==> src/hdl/udp_pkg.sv <==
package udp_pkg;

    // header as seen from this end of the link
    typedef struct packed {
        logic [31:0] peer_ip;
        logic [15:0] peer_port;
        logic [15:0] local_port;
    } udp_hdr_t;

    // single-word packets only
    typedef struct packed {
        udp_hdr_t    hdr;
        logic [63:0] data;
    } udp_pkt_t;

    localparam int NUM_HANDLERS = 3;
    localparam int IDX_W = $clog2(NUM_HANDLERS);

    typedef logic [IDX_W-1:0] handler_idx_t;

    // 'Ta', 'Tn', 'Tc'
    localparam logic [15:0] PORT_TA = 16'd21601;
    localparam logic [15:0] PORT_TN = 16'd21614;
    localparam logic [15:0] PORT_TC = 16'd21603;

    // switch and mux both follow this order
    localparam int IDX_TA = 0;
    localparam int IDX_TN = 1;
    localparam int IDX_TC = 2;

    // index 0 sits in the low bits
    localparam logic [NUM_HANDLERS*16-1:0] HANDLER_PORTS = {
        PORT_TC,
        PORT_TN,
        PORT_TA
    };

endpackage

==> src/hdl/event_pkg.sv <==
package event_pkg;

    // command code lives in the top byte of the payload
    localparam int CMD_HI = 63;
    localparam int CMD_LO = 56;

    localparam logic [7:0] CMD_OPEN  = 8'h01;
    localparam logic [7:0] CMD_CLOSE = 8'h02;

    // control reply reports the open flag here
    localparam int OPEN_BIT = 0;

    // payload bits each acknowledge flavour keeps
    localparam logic [63:0] ACK_CHECK  = 64'h800000FF_FFF00000;
    localparam logic [63:0] NACK_CHECK = 64'h000000FF_FFFFFFFF;

    typedef struct packed {
        logic        open;
        logic [31:0] ip;
        logic [15:0] port;
    } event_t;

endpackage

==> src/hdl/udp_port_switch.sv <==
module udp_port_switch (
    input  logic                               clk,
    input  logic                               rst_i,

    input  udp_pkg::udp_pkt_t                  s_pkt_i,
    input  logic                               s_valid_i,
    output logic                               s_ready_o,

    output udp_pkg::udp_pkt_t                  h_pkt_o,
    output logic [udp_pkg::NUM_HANDLERS-1:0]   h_valid_o,
    input  logic [udp_pkg::NUM_HANDLERS-1:0]   h_ready_i
);
    import udp_pkg::*;

    udp_pkt_t     slot_pkt_q;
    handler_idx_t slot_idx_q;
    logic         slot_valid_q;

    logic         match_hit;
    handler_idx_t match_idx;
    logic         slot_take;
    logic         s_accept;

    // exact match on the destination (local) port
    always_comb begin
        match_hit = 1'b0;
        match_idx = '0;
        for (int i = 0; i < NUM_HANDLERS; i++) begin
            if (s_pkt_i.hdr.local_port == HANDLER_PORTS[16*i +: 16]) begin
                match_hit = 1'b1;
                match_idx = handler_idx_t'(i);
            end
        end
    end

    assign slot_take = slot_valid_q && h_ready_i[slot_idx_q];
    // slot free now or emptying this cycle
    assign s_ready_o = !slot_valid_q || slot_take;
    assign s_accept  = s_valid_i && s_ready_o;

    always_ff @(posedge clk) begin
        if (rst_i) begin
            slot_valid_q <= 1'b0;
            slot_idx_q   <= '0;
        end else if (s_accept) begin
            // unmatched ports are swallowed and the slot stays empty
            slot_valid_q <= match_hit;
            slot_idx_q   <= match_idx;
        end else if (slot_take) begin
            slot_valid_q <= 1'b0;
        end
    end

    always_ff @(posedge clk) begin
        if (s_accept) begin
            slot_pkt_q <= s_pkt_i;
        end
    end

    assign h_pkt_o = slot_pkt_q;

    // only the target handler sees valid
    always_comb begin
        for (int i = 0; i < NUM_HANDLERS; i++) begin
            h_valid_o[i] = slot_valid_q && (slot_idx_q == handler_idx_t'(i));
        end
    end

endmodule

==> src/hdl/acknack_port.sv <==
module acknack_port #(
    parameter logic [63:0] CHECK_BITS = event_pkg::ACK_CHECK
) (
    input  logic                clk,
    input  logic                rst_i,

    input  udp_pkg::udp_pkt_t   req_pkt_i,
    input  logic                req_valid_i,
    output logic                req_ready_o,

    input  event_pkg::event_t   event_i,

    output udp_pkg::udp_pkt_t   rsp_pkt_o,
    output logic                rsp_valid_o,
    input  logic                rsp_ready_i,

    output logic [63:0]         an_data_o,
    output logic                an_valid_o,
    input  logic                an_ready_i
);
    import udp_pkg::*;
    import event_pkg::*;

    udp_pkt_t    rsp_q;
    logic        rsp_valid_q;
    logic [63:0] an_data_q;
    logic        an_valid_q;

    logic [63:0] kept_word;
    logic        req_accept;
    event_t      ev;

    assign ev        = event_i;
    assign kept_word = req_pkt_i.data & CHECK_BITS;

    // both output slots must be free before taking a new request
    assign req_ready_o = !rsp_valid_q && !an_valid_q;
    assign req_accept  = req_valid_i && req_ready_o;

    always_ff @(posedge clk) begin
        if (rst_i) begin
            rsp_valid_q <= 1'b0;
            an_valid_q  <= 1'b0;
        end else if (req_accept) begin
            rsp_valid_q <= 1'b1;
            // side word only goes out with an open event
            an_valid_q  <= ev.open;
        end else begin
            if (rsp_ready_i) begin
                rsp_valid_q <= 1'b0;
            end
            if (an_ready_i) begin
                an_valid_q <= 1'b0;
            end
        end
    end

    always_ff @(posedge clk) begin
        if (req_accept) begin
            // local port is overwritten downstream by the mux
            rsp_q.hdr  <= req_pkt_i.hdr;
            rsp_q.data <= ev.open ? kept_word : 64'd0;
            an_data_q  <= kept_word;
        end
    end

    assign rsp_pkt_o   = rsp_q;
    assign rsp_valid_o = rsp_valid_q;
    assign an_data_o   = an_data_q;
    assign an_valid_o  = an_valid_q;

endmodule

==> src/hdl/event_ctrl_port.sv <==
module event_ctrl_port (
    input  logic                clk,
    input  logic                rst_i,

    input  udp_pkg::udp_pkt_t   req_pkt_i,
    input  logic                req_valid_i,
    output logic                req_ready_o,

    output udp_pkg::udp_pkt_t   rsp_pkt_o,
    output logic                rsp_valid_o,
    input  logic                rsp_ready_i,

    output event_pkg::event_t   event_o
);
    import udp_pkg::*;
    import event_pkg::*;

    event_t     event_q;
    udp_pkt_t   rsp_q;
    logic       rsp_valid_q;

    logic [7:0] cmd;
    logic       open_next;
    logic       req_accept;

    assign cmd = req_pkt_i.data[CMD_HI:CMD_LO];

    // open flag as it will be after this command
    always_comb begin
        open_next = event_q.open;
        if (cmd == CMD_OPEN) begin
            open_next = 1'b1;
        end else if (cmd == CMD_CLOSE) begin
            open_next = 1'b0;
        end
    end

    assign req_ready_o = !rsp_valid_q;
    assign req_accept  = req_valid_i && req_ready_o;

    always_ff @(posedge clk) begin
        if (rst_i) begin
            event_q     <= '0;
            rsp_valid_q <= 1'b0;
        end else begin
            if (req_accept) begin
                rsp_valid_q  <= 1'b1;
                event_q.open <= open_next;
                // open also latches where events get sent
                if (cmd == CMD_OPEN) begin
                    event_q.ip   <= req_pkt_i.hdr.peer_ip;
                    event_q.port <= req_pkt_i.data[15:0];
                end
            end else if (rsp_ready_i) begin
                rsp_valid_q <= 1'b0;
            end
        end
    end

    always_ff @(posedge clk) begin
        if (req_accept) begin
            rsp_q.hdr                <= req_pkt_i.hdr;
            rsp_q.data               <= '0;
            rsp_q.data[CMD_HI:CMD_LO] <= cmd;
            rsp_q.data[OPEN_BIT]     <= open_next;
        end
    end

    assign rsp_pkt_o   = rsp_q;
    assign rsp_valid_o = rsp_valid_q;
    assign event_o     = event_q;

endmodule

==> src/hdl/udp_port_mux.sv <==
module udp_port_mux (
    input  logic                                              clk,
    input  logic                                              rst_i,

    input  udp_pkg::udp_pkt_t [udp_pkg::NUM_HANDLERS-1:0]     h_pkt_i,
    input  logic [udp_pkg::NUM_HANDLERS-1:0]                  h_valid_i,
    output logic [udp_pkg::NUM_HANDLERS-1:0]                  h_ready_o,

    output udp_pkg::udp_pkt_t                                 m_pkt_o,
    output logic                                              m_valid_o,
    input  logic                                              m_ready_i
);
    import udp_pkg::*;

    udp_pkt_t     out_pkt_q;
    logic         out_valid_q;
    handler_idx_t last_q;

    logic         load_ok;
    logic         grant_hit;
    handler_idx_t grant_idx;
    udp_pkt_t     win_pkt;

    // output register free, or being drained this cycle
    assign load_ok = !out_valid_q || m_ready_i;

    // round-robin search starting just after the last winner
    always_comb begin
        int cand;
        grant_hit = 1'b0;
        grant_idx = last_q;
        for (int k = 1; k <= NUM_HANDLERS; k++) begin
            cand = (int'(last_q) + k) % NUM_HANDLERS;
            if (!grant_hit && h_valid_i[cand]) begin
                grant_hit = 1'b1;
                grant_idx = handler_idx_t'(cand);
            end
        end
    end

    // stamp the winner's own port as source
    always_comb begin
        win_pkt                = h_pkt_i[grant_idx];
        win_pkt.hdr.local_port = HANDLER_PORTS[16*grant_idx +: 16];
    end

    always_comb begin
        for (int i = 0; i < NUM_HANDLERS; i++) begin
            h_ready_o[i] = load_ok && grant_hit && (grant_idx == handler_idx_t'(i));
        end
    end

    always_ff @(posedge clk) begin
        if (rst_i) begin
            out_valid_q <= 1'b0;
            // first search then begins at index 0
            last_q      <= handler_idx_t'(NUM_HANDLERS - 1);
        end else if (load_ok) begin
            out_valid_q <= grant_hit;
            if (grant_hit) begin
                last_q <= grant_idx;
            end
        end
    end

    always_ff @(posedge clk) begin
        if (load_ok && grant_hit) begin
            out_pkt_q <= win_pkt;
        end
    end

    assign m_pkt_o   = out_pkt_q;
    assign m_valid_o = out_valid_q;

endmodule

==> src/hdl/turf_udp_fabric.sv <==
module turf_udp_fabric (
    input  logic                clk,
    input  logic                rst_i,

    // inbound UDP
    input  udp_pkg::udp_pkt_t   s_pkt_i,
    input  logic                s_valid_i,
    output logic                s_ready_o,

    // outbound UDP
    output udp_pkg::udp_pkt_t   m_pkt_o,
    output logic                m_valid_o,
    input  logic                m_ready_i,

    output logic [63:0]         ack_data_o,
    output logic                ack_valid_o,
    input  logic                ack_ready_i,

    output logic [63:0]         nack_data_o,
    output logic                nack_valid_o,
    input  logic                nack_ready_i,

    output logic                event_open_o
);
    import udp_pkg::*;
    import event_pkg::*;

    // switch to handlers over one shared packet bus
    udp_pkt_t                    req_pkt;
    logic [NUM_HANDLERS-1:0]     req_valid;
    logic [NUM_HANDLERS-1:0]     req_ready;

    // handlers to mux
    udp_pkt_t [NUM_HANDLERS-1:0] rsp_pkt;
    logic [NUM_HANDLERS-1:0]     rsp_valid;
    logic [NUM_HANDLERS-1:0]     rsp_ready;

    event_t                      event_state;

    assign event_open_o = event_state.open;

    udp_port_switch u_switch (
        .clk         (clk),
        .rst_i       (rst_i),
        .s_pkt_i     (s_pkt_i),
        .s_valid_i   (s_valid_i),
        .s_ready_o   (s_ready_o),
        .h_pkt_o     (req_pkt),
        .h_valid_o   (req_valid),
        .h_ready_i   (req_ready)
    );

    // ack and nack differ only in which bits they keep
    acknack_port #(.CHECK_BITS(ACK_CHECK)) u_ackport (
        .clk         (clk),
        .rst_i       (rst_i),
        .req_pkt_i   (req_pkt),
        .req_valid_i (req_valid[IDX_TA]),
        .req_ready_o (req_ready[IDX_TA]),
        .event_i     (event_state),
        .rsp_pkt_o   (rsp_pkt[IDX_TA]),
        .rsp_valid_o (rsp_valid[IDX_TA]),
        .rsp_ready_i (rsp_ready[IDX_TA]),
        .an_data_o   (ack_data_o),
        .an_valid_o  (ack_valid_o),
        .an_ready_i  (ack_ready_i)
    );

    acknack_port #(.CHECK_BITS(NACK_CHECK)) u_nackport (
        .clk         (clk),
        .rst_i       (rst_i),
        .req_pkt_i   (req_pkt),
        .req_valid_i (req_valid[IDX_TN]),
        .req_ready_o (req_ready[IDX_TN]),
        .event_i     (event_state),
        .rsp_pkt_o   (rsp_pkt[IDX_TN]),
        .rsp_valid_o (rsp_valid[IDX_TN]),
        .rsp_ready_i (rsp_ready[IDX_TN]),
        .an_data_o   (nack_data_o),
        .an_valid_o  (nack_valid_o),
        .an_ready_i  (nack_ready_i)
    );

    event_ctrl_port u_ctrlport (
        .clk         (clk),
        .rst_i       (rst_i),
        .req_pkt_i   (req_pkt),
        .req_valid_i (req_valid[IDX_TC]),
        .req_ready_o (req_ready[IDX_TC]),
        .rsp_pkt_o   (rsp_pkt[IDX_TC]),
        .rsp_valid_o (rsp_valid[IDX_TC]),
        .rsp_ready_i (rsp_ready[IDX_TC]),
        .event_o     (event_state)
    );

    udp_port_mux u_mux (
        .clk         (clk),
        .rst_i       (rst_i),
        .h_pkt_i     (rsp_pkt),
        .h_valid_i   (rsp_valid),
        .h_ready_o   (rsp_ready),
        .m_pkt_o     (m_pkt_o),
        .m_valid_o   (m_valid_o),
        .m_ready_i   (m_ready_i)
    );

endmodule

==> config.mk <==
export PLATFORM = sky130hd
export DESIGN_NAME = turf_udp_fabric
export DESIGN_NICKNAME = d
export VERILOG_FILES = /design/src/hdl/udp_pkg.sv /design/src/hdl/event_pkg.sv /design/src/hdl/udp_port_switch.sv /design/src/hdl/acknack_port.sv /design/src/hdl/event_ctrl_port.sv /design/src/hdl/udp_port_mux.sv /design/src/hdl/turf_udp_fabric.sv
export SDC_FILE = /design/constraint.sdc
export NUM_CORES = 1
export LEC_CHECK = 0
export BUFFER_PORTS_ARGS = -buffer_cell sky130_fd_sc_hd__buf_2
export CORE_UTILIZATION = 55
export DETAILED_ROUTE_END_ITERATION = 16
export HOLD_SLACK_MARGIN = 0.06
export PLACE_DENSITY = 0.78
export SLEW_MARGIN = 20
export SYNTH_ARGS = -nofsm -noshare
export SYNTH_HDL_FRONTEND = slang
export SYNTH_HIERARCHICAL = 1
export SYNTH_SLANG_ARGS = --single-unit
export TNS_END_PERCENT = 10
==> constraint.sdc <==
create_clock -name clk -period 15.23 [get_ports clk]
set_clock_uncertainty 0.2 [all_clocks]
set_input_delay 3.046 -clock clk [delete_from_list [all_inputs] [get_ports clk]]
set_output_delay 3.046 -clock clk [all_outputs]
set_load 0.1 [all_outputs]
## Yosys cells after proc, flatten, opt, wreduce, memory -nomap -nowiden

Cells that the tools add are included.

| cells by class | value |
|---|---|
| $add $sub $neg | 3 |
| divide/modulo/power cells | 3 |
| magnitude comparators | 5 |
| equal/unequal tests | 9 |
| shift-type cells | 1 |
| multiplexer cells | 38 |
| reductions and logical operators | 36 |

Operators with widths:

| cell | count |
|---|---|
| $bmux W128 S2 | 1 |
| $mux W128 | 1 |
| $lt A32 B4 Y1 const B | 3 |
| $mod A32 B3 Y32 const B | 3 |
| $eq A16 B15 Y1 const B | 3 |
| $shiftx A48 B7 Y16 const A | 1 |
| $mux W1 | 28 |
| $logic_and A1 B1 Y1 | 16 |
| $reduce_bool A2 Y1 | 6 |
| $logic_not A1 Y1 | 9 |
| $bmux W1 S2 | 4 |
| $eq A8 B1 Y1 const B | 1 |
| $eq A8 B2 Y1 const B | 1 |
| $mux W2 | 4 |
| $add A2 B2 Y3 const B | 2 |
| $lt A2 B3 Y1 const B | 2 |
| $eq A2 B1 Y1 const B | 2 |
| $eq A2 B2 Y1 const B | 2 |
| $logic_not A2 Y1 | 2 |
| $add A2 B1 Y3 const B | 1 |
| $logic_or A1 B1 Y1 | 2 |
| $reduce_and A2 Y1 | 1 |

| word-level totals | value |
|---|---|
| flip-flop bits (word level) | 658 |
| output and inout bits | 261 |
| logic and storage cells | 129 |

## Longest topological paths before layout

| logic depth | value |
|---|---|
| depth after elaboration | 16 |
| mapped depth | 13 |
| depth with buffers taken out | 10 |

## Hierarchy

Netlist, hierarchy kept.

Modules (own cells, without submodules):

| module | times used | cells an instance | area an instance (µm²) | sequential area each (µm²) |
|---|---|---|---|---|
| udp_port_mux | 1 | 448 | 6935.4 | 3543.4 |
| acknack_port (u_nackport) | 1 | 246 | 5053.6 | 4364.2 |
| event_ctrl_port | 1 | 356 | 4877.2 | 3193.1 |
| udp_port_switch | 1 | 156 | 4087.7 | 3903.7 |
| acknack_port (u_ackport) | 1 | 225 | 4068.9 | 3223.1 |

## Worst setup path after synthesis

No wires, ideal clock.

| timing path | value |
|---|---|
| path type | input-to-reg |
| from | input port s_valid_i |
| to | register u_switch.slot_idx_q[0] |
| setup time | 158 ps |
| data arrival time | 7203 ps |
| data required time | 14872 ps |
| setup slack | 7669 ps |
| stages | 4 |
| path buffers | 0 |
| cell sequence | nand2b_1 o221ai_2 nand2_1 o32ai_1 |

| between the ends | value |
|---|---|
| word-level cells in the longest chain between the ends | 1 |

Ends and longest elaborated chain:

| item | line | source |
|---|---|---|
| from (decl) | turf_udp_fabric.sv:7 | `input logic s_valid_i,` |
| $logic_and A1 B1 Y1 | udp_port_switch.sv:39 | `assign s_accept = s_valid_i && s_ready_o;` |
| named net u_switch.s_accept | udp_port_switch.sv:22 | `logic s_accept;` |
| to (signal assigned) | udp_port_switch.sv:48 | `slot_idx_q <= match_idx;` |
| to (decl) | udp_port_switch.sv:16 | `handler_idx_t slot_idx_q;` |

The timed path passes the listed nets, and every way through them passes these cells.
A chain may end at the register's enable or synchronous reset.

## Final worst setup path

| timing path | value |
|---|---|
| from | register u_ackport.rsp_valid_q (netlist: u_ackport/rsp_valid_o) |
| to | output port s_ready_o |

| between the ends | value |
|---|---|
| word-level cells in the longest chain between the ends | 6 |

Ends and longest elaborated chain:

| item | line | source |
|---|---|---|
| from (decl) | acknack_port.sv:25 | `logic rsp_valid_q;` |
| from (signal assigned) | acknack_port.sv:42 | `rsp_valid_q <= 1'b0;` |
| from (signal assigned) | acknack_port.sv:45 | `rsp_valid_q <= 1'b1;` |
| from (signal assigned) | acknack_port.sv:50 | `rsp_valid_q <= 1'b0;` |
| $logic_not A1 Y1 | acknack_port.sv:37 | `assign req_ready_o = !rsp_valid_q && !an_valid_q;` |
| $logic_and A1 B1 Y1 | acknack_port.sv:37 |  |
| named net req_ready[0] | turf_udp_fabric.sv:31 | `logic [NUM_HANDLERS-1:0] req_ready;` |
| $bmux W1 S2 | udp_port_switch.sv:36 | `assign slot_take = slot_valid_q && h_ready_i[slot_idx_q];` |
| $mux W1 (implied by the code) | udp_port_switch.sv:36 |  |
| $logic_and A1 B1 Y1 | udp_port_switch.sv:36 |  |
| $logic_or A1 B1 Y1 | udp_port_switch.sv:38 | `assign s_ready_o = !slot_valid_q \|\| slot_take;` |
| to (decl) | turf_udp_fabric.sv:8 | `output logic s_ready_o,` |

The timed path passes the listed nets, and every way through them passes these cells. The select of a mux whose other input is x is not followed.

==> flow_summary.json <==
{
  "run_status": "finished clean",
  "timing.critical_path.buf_inv": 1,
  "timing.hold.worst.class": "reg2reg",
  "wl_per_cell_um": 18.9,
  "globalplace.congestion": 0.789,
  "finalHoldViolCount": 0,
  "clock_insertion_delay_worst_skew_ns": 0.56,
  "routed_vias": 9849,
  "syn-mean-instance-area_um2": 17.9,
  "ctsHtreeMaxLevel": 2,
  "via_count_of_the_first_global_routing_pass": 9900,
  "cts-buffers-inserted": 49,
  "slowest_delay_ns": 0.50,
  "initial_utilization": 0.560,
  "overflow": 0,
  "power_per_unit_of_standard_cell_area_nw_per_um2": 123,
  "final-max-slew-violation-count": 0,
  "design.final.nets": 1595,
  "grt_antenna_before_repair": 7,
  "synth-warning-count": 6,
  "arrival_ns": 1.97,
  "final_core_utilization": 0.635,
  "postCtsSetupRepairBufs": 0,
  "final_period_minus_worst_setup_slack_ns": 5.22,
  "floorplan.core_area_um2": 36600,
  "total_leakage_power_nw": 8.33,
  "reg2reg_slack_ns": 10.77,
  "clock_tree_from_tritoncts": "yes",
  "cts_root_buf": "sky130_fd_sc_hd__clkbuf_16",
  "synthToLayoutAreaGrowth_pct": 13.4,
  "slew_headroom": 0.267,
  "ratio_of_cells_with_drive_above_1_in_the_final_layout": 0.321,
  "timing.critical_path.max_delay_family": "buffers and inverters",
  "grt_use_total": 0.194,
  "worstHoldEndpoint": "u_nackport/an_data_o[0]$_DFFE_PP_",
  "type_of_destination_of_the_critical_path": "output port",
  "synthesis.instances": 1144,
  "route.met3.wl_mm": 2.08,
  "worst_pin_slew_ns": 1.10,
  "path_max_fanout": 8,
  "highest_metal_layer_with_signal_wires": "met5",
  "drcViolationCount": 0,
  "setup_viol": 0,
  "setup-tns-final_ns": 0,
  "dieWidth_um": 195,
  "ctsHoldBuffers": 0,
  "die_y_um": 195,
  "met1_length_mm": 14.4,
  "cts_num_sinks": 499,
  "ioPinCount": 395,
  "detailroute.wirelength.met2_mm": 19.4,
  "max_freq_ghz": 0.192,
  "placement.io_buffers": 304,
  "drtIter0Drc": 451,
  "route.final.wire_length_mm": 37.3,
  "post_cts_resize_count": 0,
  "post_synthesis_instance_area_um2": 20500,
  "timing.rr.end": "u_mux/m_pkt_o[82]$_DFFE_PN_",
  "vias_per_cell": 5.00,
  "worstSetupPathType": "reg2out",
  "final_antenna_net_count": 0,
  "worstPathCellList": "nor2_1 > mux2i_1 > o211ai_1 > buf_2",
  "num_rows": 70,
  "rr_worst_depth": 10,
  "r2r_start": "u_mux/last_q[0]$_SDFFE_PP0N_",
  "timing.max_cap.violations": 0,
  "period_share": 0.342,
  "dieArea_um2": 38000,
  "worstSetupPathDepth": 4,
  "rsz_0062_raised_after_global_routing": "no",
  "worst_setup_path_start_kind": "register",
  "clk_transition_reported_paths_ns": 0.06,
  "critical_path.slowest_cell": "sky130_fd_sc_hd__buf_2",
  "holdCritStartpoint": "u_switch/h_pkt_o[0]$_DFFE_PP_",
  "total_iterations_of_the_first_detailed_routing_run": 4,
  "max-clock-path-buffers": 3,
  "half_perimeter_wire_length_of_the_detailed_placement_result_mm": 22.2,
  "power.ir.vdd_worst_mv": 0.107,
  "grt_max_degree": 119,
  "whs_path_depth": 0,
  "wire_length_of_the_first_global_routing_pass_mm": 55.5,
  "worst_ep_required_time_ns": 11.98
}
## stage by stage
step | total power, mW | hold slack (ns) | worst slack [ns] | instances | instance area (um2)
after floorplan | 1.70 | 0.218 | 8.61 | 1336 | 21200
after global placement | 1.68 | 0.224 | 9.63 | 1874 | 21600
after detailed placement | 1.69 | 0.231 | 9.56 | 1874 | 21600
after CTS | 2.88 | 0.244 | 9.96 | 1964 | 23200
after global routing | 2.93 | 0.250 | 9.90 | 1968 | 23200
final | 2.85 | 0.243 | 10.01 | 1969 | 23200
## area by class of cell
class / count / area, um2
Antenna cell: 5 / 12.5
Fill cell: 2624 / 13400
Timing Repair Buffer: 318 / 1640
Tap cell: 468 / 586
Multi-Input combinational cell: 578 / 4500
Clock buffer: 61 / 1310
Sequential cell: 499 / 14900
Inverter: 11 / 46.3
Clock inverter: 29 / 282
## registers in the layout, summed over array words and instances (netlist names), 2 cells and up
name	count
u_ackport/an_data_o	21
u_nackport/rsp_pkt_o	88
u_mux/m_pkt_o	116
u_ctrlport/rsp_pkt_o	57
u_switch/h_pkt_o	96
u_mux/last_q	2
u_nackport/an_data_o	40
u_switch/slot_idx_q	2
u_ackport/rsp_pkt_o	69
## routing by layer
layer | vias to the layer above | track usage
met5 | - | 0
met4 | 4 | 0.0924
met3 | 85 | 0.0421
met2 | 292 | 0.339
met1 | 4877 | 0.229
li1 | 4591 | -
## worst max path at each step
| stage | from | end | slack (ns) |
|---|---|---|---|
| 2_1_floorplan | s_valid_i | u_switch/slot_idx_q[0]$_SDFFE_PP0P_ | 8.61 |
| 3_3_place_gp | m_ready_i | u_ctrlport/rsp_valid_o$_SDFFE_PP0P_ | 9.63 |
| 3_5_place_dp | m_ready_i | u_ctrlport/rsp_valid_o$_SDFFE_PP0P_ | 9.56 |
| 4_1_cts | u_ackport/rsp_valid_o$_SDFFE_PP0P_ | s_ready_o | 9.96 |
| 5_1_grt | u_ackport/rsp_valid_o$_SDFFE_PP0P_ | s_ready_o | 9.90 |
| 6_report | u_ackport/rsp_valid_o$_SDFFE_PP0P_ | s_ready_o | 10.01 |
## where the power goes
| group | internal [mW] | switching [mW] | leakage [nW] | total [mW] |
|---|---|---|---|---|
| Sequential | 1.52 | 0.0128 | 4.65 | 1.54 |
| Combinational | 0.0216 | 0.100 | 2.91 | 0.122 |
| Clock | 0.698 | 0.493 | 0.771 | 1.19 |
| Total | 2.24 | 0.607 | 8.33 | 2.85 |
## cell usage in the layout (no fill, tap or decap), types with 3 or more instances in the layout
cell	instances
sky130_fd_sc_hd__edfxtp_1	487
sky130_fd_sc_hd__buf_2	304
sky130_fd_sc_hd__conb_1	196
sky130_fd_sc_hd__mux2i_1	116
sky130_fd_sc_hd__o2bb2ai_2	80
sky130_fd_sc_hd__and2_1	61
sky130_fd_sc_hd__clkbuf_16	51
sky130_fd_sc_hd__o2bb2ai_1	32
sky130_fd_sc_hd__buf_4	13
sky130_fd_sc_hd__clkinv_1	11
sky130_fd_sc_hd__dfxtp_1	11
sky130_fd_sc_hd__clkbuf_1	10
sky130_fd_sc_hd__inv_1	9
sky130_fd_sc_hd__nand2b_1	8
sky130_fd_sc_hd__nor2_1	7
sky130_fd_sc_hd__nor2b_1	7
sky130_fd_sc_hd__a21oi_1	7
sky130_fd_sc_hd__clkinv_2	6
sky130_fd_sc_hd__and3_1	6
sky130_fd_sc_hd__diode_2	5
sky130_fd_sc_hd__bufinv_16	5
sky130_fd_sc_hd__nand2_1	5
sky130_fd_sc_hd__ha_1	4
sky130_fd_sc_hd__clkinvlp_4	3
sky130_fd_sc_hd__o211ai_1	3
## worst reg2reg max path, stage by stage, from the launching register on
cell and delay [ns]:
sky130_fd_sc_hd__dfxtp_1 0.39, sky130_fd_sc_hd__inv_1 0.10, sky130_fd_sc_hd__ha_1 0.29, sky130_fd_sc_hd__mux2_4 0.34, sky130_fd_sc_hd__mux2_2 0.29, sky130_fd_sc_hd__o311a_1 0.37
sky130_fd_sc_hd__o22ai_4 0.18, sky130_fd_sc_hd__and2b_4 0.59, sky130_fd_sc_hd__buf_4 0.66, sky130_fd_sc_hd__buf_4 0.70, sky130_fd_sc_hd__o2bb2ai_2 0.19
Power figures use the tool's default switching activity.
